[src/verilog/fb_pkg.sv]
package fb_pkg;

  localparam int COLOR_WIDTH = 4;

  typedef struct packed {
    logic [COLOR_WIDTH-1:0] red;
    logic [COLOR_WIDTH-1:0] grn;
    logic [COLOR_WIDTH-1:0] blu;
  } pixel_t;

  // small test mode, columns and lines count from 0
  localparam int H_VISIBLE    = 8;
  localparam int H_SYNC_START = 10;
  localparam int H_SYNC_END   = 12;
  localparam int H_LINE_END   = 13;

  localparam int V_VISIBLE    = 4;
  localparam int V_SYNC_START = 5;
  localparam int V_SYNC_END   = 6;
  localparam int V_FRAME_END  = 6;

  localparam int H_WIDTH = 4;
  localparam int V_WIDTH = 3;

  typedef logic [H_WIDTH-1:0] h_t;
  typedef logic [V_WIDTH-1:0] v_t;

  localparam int FB_DEPTH      = H_VISIBLE * V_VISIBLE;
  localparam int FB_ADDR_WIDTH = 5;

  // linear address is y * H_VISIBLE + x
  typedef logic [FB_ADDR_WIDTH-1:0] fb_addr_t;

  localparam int NUM_S           = 2;
  localparam int BANK_SEL_WIDTH  = $clog2(NUM_S);
  localparam int BANK_DEPTH      = FB_DEPTH / NUM_S;
  localparam int BANK_ADDR_WIDTH = FB_ADDR_WIDTH - BANK_SEL_WIDTH;

  typedef logic [BANK_SEL_WIDTH-1:0]  bank_sel_t;
  typedef logic [BANK_ADDR_WIDTH-1:0] bank_addr_t;

  localparam int READ_LATENCY = 2;

  // reader prefetch FIFO
  localparam int PIX_FIFO_DEPTH     = 4;
  localparam int PIX_FIFO_PTR_WIDTH = $clog2(PIX_FIFO_DEPTH);

  typedef logic [PIX_FIFO_PTR_WIDTH-1:0] fifo_ptr_t;
  typedef logic [PIX_FIFO_PTR_WIDTH:0]   fifo_cnt_t;

endpackage
[src/verilog/gfx_pattern_demo.sv]
`timescale 1ns/1ps

module gfx_pattern_demo (
  input  logic                          clk,
  input  logic                          rst_n,
  output logic [fb_pkg::COLOR_WIDTH-1:0] vga_red,
  output logic [fb_pkg::COLOR_WIDTH-1:0] vga_grn,
  output logic [fb_pkg::COLOR_WIDTH-1:0] vga_blu,
  output logic                          vga_hsync,
  output logic                          vga_vsync,
  output logic                          vga_error
);
  import fb_pkg::*;

  logic     pat_start;
  logic     pat_done;
  logic     rd_enable;

  logic     wr_en;
  fb_addr_t wr_addr;
  pixel_t   wr_pixel;

  logic     rd_en;
  fb_addr_t rd_addr;
  logic     rd_valid;
  pixel_t   rd_pixel;

  logic     pix_valid;
  pixel_t   pix_data;
  logic     pix_ready;

  // redraw forever, reader waits for the first complete frame
  always_ff @(posedge clk) begin
    if (!rst_n) begin
      pat_start <= 1'b1;
      rd_enable <= 1'b0;
    end else begin
      pat_start <= pat_done;
      rd_enable <= rd_enable || pat_done;
    end
  end

  gfx_pattern gfx_pattern_i (
    .clk     (clk),
    .rst_n   (rst_n),
    .start   (pat_start),
    .done    (pat_done),
    .wr_en   (wr_en),
    .wr_addr (wr_addr),
    .wr_pixel(wr_pixel)
  );

  fb_stripe fb_stripe_i (
    .clk     (clk),
    .rst_n   (rst_n),
    .wr_en   (wr_en),
    .wr_addr (wr_addr),
    .wr_pixel(wr_pixel),
    .rd_en   (rd_en),
    .rd_addr (rd_addr),
    .rd_valid(rd_valid),
    .rd_pixel(rd_pixel)
  );

  fb_reader fb_reader_i (
    .clk      (clk),
    .rst_n    (rst_n),
    .enable   (rd_enable),
    .rd_en    (rd_en),
    .rd_addr  (rd_addr),
    .rd_valid (rd_valid),
    .rd_pixel (rd_pixel),
    .pix_valid(pix_valid),
    .pix_data (pix_data),
    .pix_ready(pix_ready)
  );

  vga_timing vga_timing_i (
    .clk      (clk),
    .rst_n    (rst_n),
    .pix_valid(pix_valid),
    .pix_data (pix_data),
    .pix_ready(pix_ready),
    .vga_red  (vga_red),
    .vga_grn  (vga_grn),
    .vga_blu  (vga_blu),
    .vga_hsync(vga_hsync),
    .vga_vsync(vga_vsync),
    .vga_error(vga_error)
  );

endmodule

[src/verilog/vga_timing.sv]
`timescale 1ns/1ps

module vga_timing (
  input  logic                          clk,
  input  logic                          rst_n,
  input  logic                          pix_valid,
  input  fb_pkg::pixel_t                pix_data,
  output logic                          pix_ready,
  output logic [fb_pkg::COLOR_WIDTH-1:0] vga_red,
  output logic [fb_pkg::COLOR_WIDTH-1:0] vga_grn,
  output logic [fb_pkg::COLOR_WIDTH-1:0] vga_blu,
  output logic                          vga_hsync,
  output logic                          vga_vsync,
  output logic                          vga_error
);
  import fb_pkg::*;

  logic running;
  h_t   h;
  v_t   v;
  logic visible;
  logic hsync_active;
  logic vsync_active;

  assign visible      = running && (h < h_t'(H_VISIBLE)) && (v < v_t'(V_VISIBLE));
  assign hsync_active = (h >= h_t'(H_SYNC_START)) && (h < h_t'(H_SYNC_END));
  assign vsync_active = (v >= v_t'(V_SYNC_START)) && (v < v_t'(V_SYNC_END));
  assign pix_ready    = visible;

  // idle until the first pixel shows up, then free running
  always_ff @(posedge clk) begin
    if (!rst_n) begin
      running <= 1'b0;
      h       <= '0;
      v       <= '0;
    end else if (!running) begin
      running <= pix_valid;
      h       <= '0;
      v       <= '0;
    end else if (h == h_t'(H_LINE_END)) begin
      h <= '0;
      if (v == v_t'(V_FRAME_END)) begin
        v <= '0;
      end else begin
        v <= v + 1'b1;
      end
    end else begin
      h <= h + 1'b1;
    end
  end

  // everything for position (h, v) lands on the same edge
  always_ff @(posedge clk) begin
    if (!rst_n) begin
      vga_red   <= '0;
      vga_grn   <= '0;
      vga_blu   <= '0;
      vga_hsync <= 1'b1;
      vga_vsync <= 1'b1;
      vga_error <= 1'b0;
    end else begin
      vga_red   <= visible ? pix_data.red : '0;
      vga_grn   <= visible ? pix_data.grn : '0;
      vga_blu   <= visible ? pix_data.blu : '0;
      vga_hsync <= !(running && hsync_active);
      vga_vsync <= !(running && vsync_active);
      // sticky underflow
      vga_error <= vga_error || (visible && !pix_valid);
    end
  end

  a_no_blank_accept: assert property (@(posedge clk) disable iff (!rst_n)
    (pix_valid && pix_ready) |-> (h < h_t'(H_VISIBLE)) && (v < v_t'(V_VISIBLE)));

endmodule

[src/verilog/fb_reader.sv]
`timescale 1ns/1ps

module fb_reader (
  input  logic             clk,
  input  logic             rst_n,
  input  logic             enable,
  output logic             rd_en,
  output fb_pkg::fb_addr_t rd_addr,
  input  logic             rd_valid,
  input  fb_pkg::pixel_t   rd_pixel,
  output logic             pix_valid,
  output fb_pkg::pixel_t   pix_data,
  input  logic             pix_ready
);
  import fb_pkg::*;

  pixel_t    fifo_mem[PIX_FIFO_DEPTH];
  fifo_ptr_t wr_ptr;
  fifo_ptr_t rd_ptr;
  fifo_cnt_t count;
  // free slots, with reads still in flight counted as taken
  fifo_cnt_t credits;
  logic      pop;

  assign rd_en     = enable && (credits != '0);
  assign pop       = pix_valid && pix_ready;
  assign pix_valid = (count != '0);
  assign pix_data  = fifo_mem[rd_ptr];

  always_ff @(posedge clk) begin
    if (!rst_n) begin
      rd_addr <= '0;
    end else if (rd_en) begin
      if (rd_addr == fb_addr_t'(FB_DEPTH - 1)) begin
        rd_addr <= '0;
      end else begin
        rd_addr <= rd_addr + 1'b1;
      end
    end
  end

  always_ff @(posedge clk) begin
    if (!rst_n) begin
      credits <= fifo_cnt_t'(PIX_FIFO_DEPTH);
    end else begin
      case ({rd_en, pop})
        2'b10:   credits <= credits - fifo_cnt_t'(1);
        2'b01:   credits <= credits + fifo_cnt_t'(1);
        default: credits <= credits;
      endcase
    end
  end

  always_ff @(posedge clk) begin
    if (!rst_n) begin
      wr_ptr <= '0;
      rd_ptr <= '0;
      count  <= '0;
    end else begin
      if (rd_valid) begin
        wr_ptr <= wr_ptr + 1'b1;
      end
      if (pop) begin
        rd_ptr <= rd_ptr + 1'b1;
      end
      case ({rd_valid, pop})
        2'b10:   count <= count + fifo_cnt_t'(1);
        2'b01:   count <= count - fifo_cnt_t'(1);
        default: count <= count;
      endcase
    end
  end

  always_ff @(posedge clk) begin
    if (rd_valid) begin
      fifo_mem[wr_ptr] <= rd_pixel;
    end
  end

  // returning data must always find a slot, which the credit count guarantees
  a_fifo_no_overflow: assert property (@(posedge clk) disable iff (!rst_n)
    rd_valid |-> (count < fifo_cnt_t'(PIX_FIFO_DEPTH)) || pop);

endmodule

[src/verilog/fb_stripe.sv]
`timescale 1ns/1ps

module fb_stripe (
  input  logic             clk,
  input  logic             rst_n,
  input  logic             wr_en,
  input  fb_pkg::fb_addr_t wr_addr,
  input  fb_pkg::pixel_t   wr_pixel,
  input  logic             rd_en,
  input  fb_pkg::fb_addr_t rd_addr,
  output logic             rd_valid,
  output fb_pkg::pixel_t   rd_pixel
);
  import fb_pkg::*;

  pixel_t    bank_rd[NUM_S];
  logic      rd_valid_p1;
  bank_sel_t sel_p1;

  // low bits pick the bank, upper bits index inside it
  for (genvar i = 0; i < NUM_S; i++) begin : gen_bank
    fb_bank fb_bank_i (
      .clk    (clk),
      .wr_en  (wr_en && (wr_addr[BANK_SEL_WIDTH-1:0] == bank_sel_t'(i))),
      .wr_addr(wr_addr[FB_ADDR_WIDTH-1:BANK_SEL_WIDTH]),
      .wr_data(wr_pixel),
      .rd_addr(rd_addr[FB_ADDR_WIDTH-1:BANK_SEL_WIDTH]),
      .rd_data(bank_rd[i])
    );
  end

  always_ff @(posedge clk) begin
    if (!rst_n) begin
      rd_valid_p1 <= 1'b0;
      rd_valid    <= 1'b0;
    end else begin
      rd_valid_p1 <= rd_en;
      rd_valid    <= rd_valid_p1;
    end
  end

  // second stage steers the bank word chosen at request time
  always_ff @(posedge clk) begin
    sel_p1   <= rd_addr[BANK_SEL_WIDTH-1:0];
    rd_pixel <= bank_rd[sel_p1];
  end

  a_rd_addr_range: assert property (@(posedge clk) disable iff (!rst_n)
    rd_en |-> (int'(rd_addr) < FB_DEPTH));

endmodule

[src/verilog/fb_bank.sv]
`timescale 1ns/1ps

module fb_bank (
  input  logic               clk,
  input  logic               wr_en,
  input  fb_pkg::bank_addr_t wr_addr,
  input  fb_pkg::pixel_t     wr_data,
  input  fb_pkg::bank_addr_t rd_addr,
  output fb_pkg::pixel_t     rd_data
);
  import fb_pkg::*;

  pixel_t mem[BANK_DEPTH];

  always_ff @(posedge clk) begin
    if (wr_en) begin
      mem[wr_addr] <= wr_data;
    end
  end

  always_ff @(posedge clk) begin
    rd_data <= mem[rd_addr];
  end

endmodule

[src/verilog/gfx_pattern.sv]
`timescale 1ns/1ps

module gfx_pattern (
  input  logic             clk,
  input  logic             rst_n,
  input  logic             start,
  output logic             done,
  output logic             wr_en,
  output fb_pkg::fb_addr_t wr_addr,
  output fb_pkg::pixel_t   wr_pixel
);
  import fb_pkg::*;

  h_t x;
  v_t y;

  always_ff @(posedge clk) begin
    if (!rst_n) begin
      wr_en   <= 1'b0;
      done    <= 1'b0;
      x       <= '0;
      y       <= '0;
      wr_addr <= '0;
    end else begin
      done <= 1'b0;
      if (wr_en) begin
        wr_addr <= wr_addr + 1'b1;
        if (x == h_t'(H_VISIBLE - 1)) begin
          x <= '0;
          if (y == v_t'(V_VISIBLE - 1)) begin
            // last write of the frame is in this cycle
            y     <= '0;
            wr_en <= 1'b0;
            done  <= 1'b1;
          end else begin
            y <= y + 1'b1;
          end
        end else begin
          x <= x + 1'b1;
        end
      end else if (start) begin
        wr_en   <= 1'b1;
        x       <= '0;
        y       <= '0;
        wr_addr <= '0;
      end
    end
  end

  // red follows x, green follows y, blue is the xor pattern
  always_comb begin
    wr_pixel.red = COLOR_WIDTH'(x);
    wr_pixel.grn = COLOR_WIDTH'(y);
    wr_pixel.blu = COLOR_WIDTH'(x ^ h_t'(y));
  end

endmodule

[config.mk]
export PLATFORM = sky130hd
export DESIGN_NAME = gfx_pattern_demo
export DESIGN_NICKNAME = d
export VERILOG_FILES = /design/src/verilog/fb_pkg.sv /design/src/verilog/gfx_pattern_demo.sv /design/src/verilog/vga_timing.sv /design/src/verilog/fb_reader.sv /design/src/verilog/fb_stripe.sv /design/src/verilog/fb_bank.sv /design/src/verilog/gfx_pattern.sv
export SDC_FILE = /design/constraint.sdc
export NUM_CORES = 1
export LEC_CHECK = 0
export BUFFER_PORTS_ARGS = -buffer_cell sky130_fd_sc_hd__buf_2
export CAP_MARGIN = 20
export CORE_ASPECT_RATIO = 1.25
export CORE_MARGIN = 4
export CORE_UTILIZATION = 40
export DETAILED_ROUTE_END_ITERATION = 10
export PLACE_DENSITY = 0.66
export SETUP_SLACK_MARGIN = 0.3
export SYNTH_ARGS = -nofsm -noshare
export SYNTH_HDL_FRONTEND = slang
export SYNTH_SLANG_ARGS = --single-unit
[constraint.sdc]
create_clock -name clk -period 5.56 [get_ports clk]
set_input_delay 1.112 -clock clk [delete_from_list [all_inputs] [get_ports clk]]
set_output_delay 1.112 -clock clk [all_outputs]
set_load 0.01 [all_outputs]
---- Word-level counts from Yosys, hierarchy flattened ----
Memories as Yosys holds them, arrays and structs flattened. A register that Yosys moved wholly into a read port is not among the register bits.
Index checks and enable logic that the tools add are counted.
operators by class
  bitwise logic cells ..................... 5
  mux-type cells .......................... 28
  add/subtract/negate cells ............... 12
  magnitude comparators ................... 7
  eq/ne operators ......................... 10
  reduce and logical (&&, ||, !) cells .... 27
operators with widths
  cell                 count
  $mux 12              3
  $mux 3               5
  $mux 5               3
  $add 3x1->3 const B  4
  $mux 1               12
  $mux 4               3
  $pmux 3 s2           2
  $logic_and 1x1->1    11
  $add 5x1->5 const B  2
  $add 4x1->4 const B  2
  $lt 4x4->1 const B   2
  $lt 3x3->1 const B   2
  $reduce_and 2->1     3
  $reduce_bool 2->1    3
  $reduce_bool 3->1    2
  $sub 3x1->3 const B  2
  $eq 5x5->1 const B   1
  $add 2x1->2 const B  2
  $eq 2x1->1 const B   2
  $eq 2x2->1 const B   2
  $eq 4x3->1 const B   1
  $eq 4x4->1 const B   1
  $ge 4x4->1 const B   1
  $logic_not 1->1      4
  11 further kinds     14
word-level totals
  output and inout port bits .............. 15
  bits in registers ....................... 65
  word-level logic and storage cells ...... 118
  RAM bits ................................ 400
  memories ................................ 3
memory list
  name                                   words  bits a word  read ports  clocked after Yosys merged registers in  write ports  line             RTL
  fb_stripe_i.gen_bank[0].fb_bank_i.mem  16     11           1           1                                        1            fb_bank.sv:13    pixel_t mem[BANK_DEPTH];
  fb_stripe_i.gen_bank[1].fb_bank_i.mem  16     11           1           1                                        1            fb_bank.sv:13
  fb_reader_i.fifo_mem                   4      12           1           1                                        1            fb_reader.sv:17  pixel_t fifo_mem[PIX_FIFO_DEPTH];

---- Longest topological paths before layout ----
Gate-level depths: netlist of run 1.
  depth after elaboration ................. 6
  depth in mapped cells ................... 8
  gate-level depth less buffers ........... 8

---- By module ----
A second synthesis of run 1 with hierarchy kept.
unflattened totals
  cell total of the unflattened synthesis .. 994
  area, all modules ....................... 19837.8 µm²
by module, submodules not included
  module            instances  area each (µm²)  cells an instance  sequential area each (µm²)
  fb_bank           2          7599.8           329                6005.8
  fb_reader         1          2601.2           151                1781.7
  vga_timing        1          793.3            72                 460.4
  gfx_pattern       1          680.7            77                 280.3
  fb_stripe         1          509.2            32                 300.3
  gfx_pattern_demo  1          53.8             4                  40.0

---- Worst setup path before layout of run 1 ----
No wires, ideal clock.
  path kind ............................... reg-to-reg
  start point ............................. register fb_reader_i.credits[0]
  end point ............................... register fb_reader_i.credits[2]
  setup slack ............................. 3448 ps
  arrival ................................. 2049 ps
  cell stages (with the launch flop) ...... 9
  path buffers ............................ 1
  cells stage by stage .................... dfxtp_1 o31ai_1 clkbuf_1 ha_1 inv_1 fa_1 xor2_1 or3_1 nand3_1
on the way
  cells in the longest elaborated chain, start to end .. 4
  elaborated cells on any way between the ends .. 8
  those cells by class .................... add/sub: 2; eq/ne: 2; mux: 1; reduce/logical: 3
RTL lines
  what                                                 line             RTL
  start: declaration                                   fb_reader.sv:22  fifo_cnt_t credits;
  start signal: assignment                             fb_reader.sv:44  credits <= fifo_cnt_t'(PIX_FIFO_DEPTH);
  start signal: assignment                             fb_reader.sv:47  2'b10: credits <= credits - fifo_cnt_t'(1);
  start signal: assignment                             fb_reader.sv:48  2'b01: credits <= credits + fifo_cnt_t'(1);
  branches (longest 4 deep; another with $add 3x1->3)  n/a
Parallel ways; which one is timed is not known.
A chain may end at the register's enable or synchronous reset.

==> results of run 1 <==
==> sequential cells by signal, summed over array words and instances, names as in the netlist, 2 cells and up <==
register                                count
fb_reader_i.rd_addr                         5
fb_stripe_i.gen_bank.fb_bank_i.mem        320
fb_reader_i.rd_ptr                          2
fb_reader_i.credits                         3
vga_timing_i.vga_blu                        4
fb_reader_i.wr_ptr                          2
vga_timing_i.vga_red                        3
gfx_pattern_i.x                             4
gfx_pattern_i.wr_addr                       5
fb_reader_i.fifo_mem                       40
vga_timing_i.vga_grn                        3
gfx_pattern_i.y                             3
vga_timing_i.v                              3
vga_timing_i.h                              4
fb_stripe_i.gen_bank.fb_bank_i.rd_data     20
fb_stripe_i.rd_pixel                       10
fb_reader_i.count                           3
==> synth_stat cells, types with 2 or more instances <==
cell	number	area (um2)
edfxtp_1	360	10810
dfxtp_1	85	1702
nand2b_1	5	31.28
xor2_1	8	70.07
a21oi_1	17	85.08
clkbuf_1	18	67.56
nand3_1	14	70.07
nor2_1	65	244.0
buf_1	5	18.77
xnor2_1	3	26.28
nor3_1	3	15.01
buf_2	7	35.03
buf_4	5	37.54
mux4_2	90	2027
a21o_1	2	15.01
buf_6	6	67.56
and2_1	7	43.79
nor2b_1	17	106.4
fa_1	2	40.04
inv_1	10	37.54
ha_1	15	187.7
o21ai_0	9	45.04
a22oi_1	40	300.3
or2_2	3	18.77
a211oi_1	2	15.01
a31oi_1	4	25.02
mux2_2	10	112.6
a311oi_1	3	26.28
mux2i_1	5	50.05
nand2_1	29	108.9
nand4_1	2	12.51
or3_1	4	25.02
and3_1	3	18.77
nor3b_1	4	30.03
==> report_power, final <==
part | leakage (nW) | switching [mW] | internal (mW) | total (mW)
sequential | 4.09 | 0.0172 | 3.59 | 3.61
combinational | 1.41 | 0.0378 | 0.0204 | 0.0583
clock | 0.688 | 1.19 | 1.67 | 2.86
==> cell type report <==
type | instances | area [um2] | area share (%)
sequential | 445 | 12520 | 66.34
clock inverter | 21 | 217.7 | 1.154
inverter | 11 | 41.29 | 0.2188
tap | 552 | 690.7 | 3.660
timing repair buffer | 51 | 386.6 | 2.049
multi-input combinational | 375 | 3846 | 20.38
clock buffer | 55 | 1170 | 6.199
==> kinds of logic (layout without fill, tap and decap cells) <==
| logic type | after synthesis | after routing | share of synthesized area [%] |
|---|---|---|---|
| other cells | 1 | 1 | 0.02259 |
| compound gates | 79 | 79 | 3.181 |
| buf+inv | 52 | 138 | 1.613 |
| simple gates | 162 | 162 | 4.673 |
| flops | 445 | 445 | 75.37 |
| fa+ha+maj | 17 | 17 | 1.372 |
| xor+xnor | 11 | 11 | 0.5804 |
| mux | 105 | 105 | 13.19 |
==> per-stage QoR <==
stage | hold slack (ps) | cells
6_report | 426.5 | 1510
5_1_grt | 447.2 | 1510
3_5_place_dp | 420.0 | 1423
3_3_place_gp | 415.2 | 1421
4_1_cts | 429.3 | 1499
2_1_floorplan | 392.3 | 872
==> worst max-delay path, stage by stage, from the launching register on <==
cell	delay, ps
dfxtp_4	810
buf_4	580
mux4_2	560
a22oi_1	340
nand2_1	130
==> per-layer routing <==
layer / vias up / global-route usage, %
met5: - / 0
met4: 0 / 4.921
met3: 60 / 2.151
met2: 242 / 24.20
met1: 4131 / 19.24
li1: 3556 / -
==> final timing paths <==
check	end	slack [ps]	cells past startpoint
setup / recovery	fb_stripe_i.gen_bank[1].fb_bank_i.rd_data[3]	2980	4
hold reg to reg	fb_stripe_i.rd_valid	430	1
hold / removal	fb_stripe_i.rd_valid	430	1
setup reg to reg	fb_stripe_i.gen_bank[1].fb_bank_i.rd_data[3]	2980	4
==> impl_metrics.csv, run 1 <==
group,metric,value,unit
timing,finClkSkew,23.36,ps
synth,synth_ff_type,"edfxtp_1",
timing,min_period_over_period,46.39,%
min_path,hold_path_startpoint,"fb_stripe_i.rd_valid_p1",
timing,min_period,2579,ps
worst_setup_path,cp.arrival,2980,ps
drt,highest_layer,"met4",
timing,maxSlewHeadroom,26.23,%
status,status,"completed",
clocking,cts_hold_buf,0,
cells_and_area,final_area,0.01887,mm2
timing,fin_tns_setup,0,ps
clocking,cts_tree,"built",
synth,yosysUniqueCellTypes,44,
drt,drt_iter0_drc,664,
placement,place_congestion,0.7780,
pwr,ir_worst_vdd,0.0002282,V
min_path,hold_class,"flop to flop",
drt,wl_per_cell,21.25,um
timing,max_freq,0.3877,GHz
synth,synthArstFlopShare,0,%
worst_setup_path,cp-start-kind,"flop",
worst_setup_path,worstSetupPathType,"flop to flop",
clocking,cts.sinks,445,
worst_setup_path,critPathMaxFanout,35,
timing,setup_viol,0,
cells_and_area,layout_commonest_cell,"edfxtp_1",
timing,hold_viol_final,0,
cells_and_area,nFillCells,3419,
worst_setup_path,reg2reg_from,"fb_reader_i.rd_addr[1]",
timing,rsz0062_at_grt,"no",
global_routing,grt_pass1_vias,7971,
global_routing,grt_usage,14.38,%
global_routing,grt-ovfl-total,0,
drt,drt_first_pass_iters,5,
drt,routedLengthMet1,13070,um
cells_and_area,layout-drive-gt1-share,23.70,%
die,core,0.04102,mm2
cells_and_area,post-route-util,46.01,%
clocking,numCtsBuffers,42,
flow_run,cap_violations,0,
drt,vias,7989,
drt,wl_met3,1573,um
global_routing,antenna_found_initial,0,
global_routing,grt_pass1_wl,49490,um
placement,placed_cell_area,0.01737,mm2
worst_setup_path,worstSetupEndpointType,"flop",
die,die_w,190.2,um
placement,numPortBuffers,15,
synth,yosysWarnings,0,
timing,slew_violations,0,
synth,netlist_area,0.01660,mm2
placement,post-dp-hpwl,19120,um
clocking,clock_latency,540,ps
die,num_rows,83,
cells_and_area,layout_common_cells,"360 x edfxtp_1, 90 x mux4_2, 83 x dfxtp_1",
clocking,htree_levels,2,
drt,viasPerCell,5.291,
synth,synth_edf_count,360,
pwr,total_power,6.527,mW
cells_and_area,syn2layout_area_growth,13.68,%
worst_setup_path,worstPathRequired,5960,ps
synth,syn_area_per_cell,19.04,um2
die,die_area,0.04485,mm2
synth,syn_nets,891,
cells_and_area,fin_nets,945,
die,die_y,235.8,um
clocking,root_buffer,"clkbuf_16",
global_routing,grt_max_degree,47,
pwr,power_density,345.9,mW/mm2
clocking,clockBufferDepth,3,
drt,wl_met2,16540,um
pwr,leakagePower,6.197,nW
synth,syn_inst,872,
synth,ys_ff_latch,445,
die,start_util,40.47,%
clocking,clk_pin_slew_worst_paths,70,ps
timing,setup_slack,2981,ps
die,num_io_pins,17,
drt,drcViolationCount,0,
timing,worst_slew_pin_slew,1107,ps
clocking,cts-resized-gates,0,
drt,final_antenna_net_count,0,
clocking,cts_setup_buffers,0,
placement,placement.setup.worst_slack,2784,ps
worst_setup_path,crit_path_start,"fb_reader_i.rd_addr[1]",
synth,ys_seq_area_share,75.37,%
drt,totalWireLength,32080,um
cells_and_area,diodes,0,
Power figures use the tool's default switching activity.
==> run 2, diff against run 1 <==
ABC_AREA = 1   (was unset)
clock period = 2.7 ns   (was 5.56 ns; I/O delays follow)
==> run 2 against run 1 <==
Count of clock-buffer cells in the layout increased by 4. Register-to-register slack got worse by 2300 ps. Critical path depth increased by 6. Worst setup slack got worse by 2300 ps. Sequential cell count unchanged. Via count increased by 50%. Worst hold slack got worse by 17 ps. Cell area increased by 8.9%. Die area increased by 10%. Synthesized cell count increased by 100%. Clock power increased by 93%. Non-clock buffer count increased by 25. Critical endpoint is now fb_reader_i.credits[2]. Largest power group unchanged. Highest routed layer unchanged.
==> impl_metrics.csv, run 2 <==
group,metric,value,unit
status,status,"completed",
synth,syn_inst,1783,
timing,fin_tns_setup,0,ps
global_routing,grt_usage,16.35,%
drt,final_antenna_net_count,0,
drt,drt_iter0_drc,868,
pwr,power_density,637.6,mW/mm2
synth,yosysUniqueCellTypes,29,
drt,drcViolationCount,0,
clocking,clock_latency,550,ps
timing,hold_viol_final,0,
die,core,0.04528,mm2
timing,setup_slack,645.3,ps
clocking,cts.sinks,445,
clocking,numCtsBuffers,41,
synth,yosysTopAreaCellShare,58.78,%
timing,setup_viol,0,
timing,slew_violations,0,
synth,synth_ff_type,"edfxtp_1",
placement,placement.setup.worst_slack,683.3,ps
worst_setup_path,cp-start-kind,"flop",
timing,finClkSkew,25.56,ps
synth,synth-simple-area-share,19.18,%
cells_and_area,layout_commonest_cell,"nand2_1",
die,die_y,247.7,um
placement,place_congestion,0.8256,
clocking,cts-resized-gates,0,
timing,maxSlewHeadroom,43.24,%
timing,min_period_over_period,76.10,%
worst_setup_path,worstSetupPathType,"flop to flop",
drt,vias,11965,
worst_setup_path,slowest_stage,"fa_1",
die,num_io_pins,17,
flow_run,cap_violations,0,
die,start_util,40.61,%
global_routing,grt_max_degree,82,
timing,rsz0062_at_grt,"no",
synth,synth_compound_area_share,2.232,%
synth,ys_top_cells_by_area,"edfxtp_1 59%, nand2_1 9.7%, dfxtp_1 9.3%, nand3_1 6.9%, inv_1 5.9%",
global_routing,grt_pass1_vias,11748,
synth,synth_xor_area_share,0.2381,%
synth,ys_seq_area_share,68.04,%
synth,synth_edf_count,360,
synth,synth_common_cells,"476 x nand2_1, 360 x edfxtp_1, 290 x inv_1, 255 x nand3_1, 111 x nor2_1",
synth,yosysMostFrequentCell,"nand2_1",
cells_and_area,largest_register,"fb_stripe_i.gen_bank.fb_bank_i.mem",
placement,dp.cells,2355,
pwr,leakagePower,8.636,nW
timing,max_freq,0.4867,GHz
cells_and_area,final_area,0.02055,mm2
timing,hold_ws,409.8,ps
drt,wl_per_cell,16.64,um
clocking,clockBufferDepth,3,
synth,yosysWarnings,0,
synth,synth_top_family_by_area,"simple AND/OR/NAND/NOR gates",
synth,synth.area.mux_share,0.6123,%
worst_setup_path,worstPathRequired,3110,ps
worst_setup_path,worstSetupEndpointType,"flop",
die,die_area,0.04949,mm2
pwr,ir_worst_vdd,0.0003497,V
cells_and_area,syn2layout_area_growth,11.74,%
drt,totalWireLength,40440,um
die,num_rows,87,
cells_and_area,largest_reg_flops,320,
die,die_w,199.8,um
cells_and_area,layout_common_cells,"476 x nand2_1, 360 x edfxtp_1, 290 x inv_1",
synth,ys_ff_latch,445,
cells_and_area,multi_input_area,0.004348,mm2
global_routing,antenna_found_initial,0,
clocking,cts_tree,"built",
placement,numPortBuffers,15,
worst_setup_path,path_cells,"inv_1 > nand3_1 > nand2_1 > ha_1 > inv_1 > fa_1 > o21bai_1 > nor2_1 > a21oi_1 > o21ai_0",
clocking,cts_setup_buffers,0,
cells_and_area,post-route-util,45.38,%
worst_setup_path,critPathMaxFanout,11,
worst_setup_path,cp_top_family,"adder cells",
cells_and_area,fin_nets,1839,
clocking,cts_hold_buf,0,
cells_and_area,nFillCells,4078,
cells_and_area,biggestRegsByFlops,"fb_stripe_i.gen_bank.fb_bank_i.mem (320), fb_reader_i.fifo_mem (40), fb_stripe_i.gen_bank.fb_bank_i.rd_data (20)",
min_path,hold_class,"flop to flop",
pwr,total_power,13.10,mW
synth,synth_top_area_cell,"edfxtp_1",
cells_and_area,layout-drive-gt1-share,8.261,%
worst_setup_path,cp_num_buf_inv,2,
cells_and_area,stdcell_count,2430,
drt,viasPerCell,4.924,
clocking,htree_levels,2,
cells_and_area,seq_area,0.01252,mm2
clocking,clk_pin_slew_worst_paths,70,ps
worst_setup_path,slowest_delay,380,ps
synth,synthArstFlopShare,0,%
synth,syn_area_per_cell,10.31,um2
global_routing,grt-ovfl-total,0,
placement,post-dp-hpwl,23650,um
synth,synth_fa_ha_area_share,1.238,%
synth,netlist_area,0.01839,mm2
global_routing,grt_pass1_wl,63410,um
placement,placed_cell_area,0.01927,mm2
drt,drt_first_pass_iters,5,
synth,syn_nets,1802,
worst_setup_path,cp_common_cell,"inv_1",
timing,min_period,2055,ps
clocking,root_buffer,"clkbuf_16",
cells_and_area,diodes,0,
timing,worst_slew_pin_slew,848.3,ps
worst_setup_path,cp.arrival,2470,ps
## run 2: cell count changes after synthesis, sizes merged, moves of 7 or more
cell   change
nor2b     -17
nand3    +241
a21oi     +16
inv      +281
nand2    +447
a22oi     -40
o21ai     +34
buf       +36
mux4      -90
nor2      +46
and2       -7
## run 2: cell families (layout without fill, tap and decap cells)
family	count (synthesis)	count (layout)
and+or+nand+nor	850	850
DFF	445	445
buffers and inverters	375	444
AOI/OAI and AO/OA	80	80
adders and majority gates	17	17
muxes	10	10
xor gates and xnor gates	5	5
other	1	1
## run 2: final timing paths
kind	from	endpoint	slack, ps	cells after the start
min	fb_reader_i.rd_addr[0]	fb_stripe_i.sel_p1	410	0
max	fb_reader_i.credits[0]	fb_reader_i.credits[2]	650	10
max reg2reg	fb_reader_i.credits[0]	fb_reader_i.credits[2]	650	10
min reg2reg	fb_reader_i.rd_addr[0]	fb_stripe_i.sel_p1	410	0
## run 2: area by class of cell
cell class,count,area share [%]
well taps,578,3.519
repair buffers,76,2.837
clock inverters,16,0.5906
multi-input cells,963,21.16
flip-flops and latches,445,60.91
inverters,293,5.364
clock buffers,59,5.620
## run 2: layer usage
metal  global-route usage (%)  wire [um]
met5                        0          0
met4                    6.575       1519
met3                    2.064       2011
met2                    29.36      20620
met1                    19.88      16290
## run 2: worst reg2reg max path, delay by kind of cell (launching register included)
family | cells | cell delay, ps
AO/OA/AOI/OAI | 3 | 350
buffers and inverters | 2 | 170
adder cells (fa/ha/maj) | 2 | 610
AND/OR/NAND/NOR | 3 | 480
flip-flops | 1 | 330
## run 2: report_power, final
| group | leakage [nW] | internal [mW] | total, mW | switching (mW) |
|---|---|---|---|---|
| logic | 4.11 | 0.0435 | 0.165 | 0.121 |
| clock network | 0.625 | 3.09 | 5.51 | 2.42 |
| registers | 3.90 | 7.40 | 7.43 | 0.0247 |
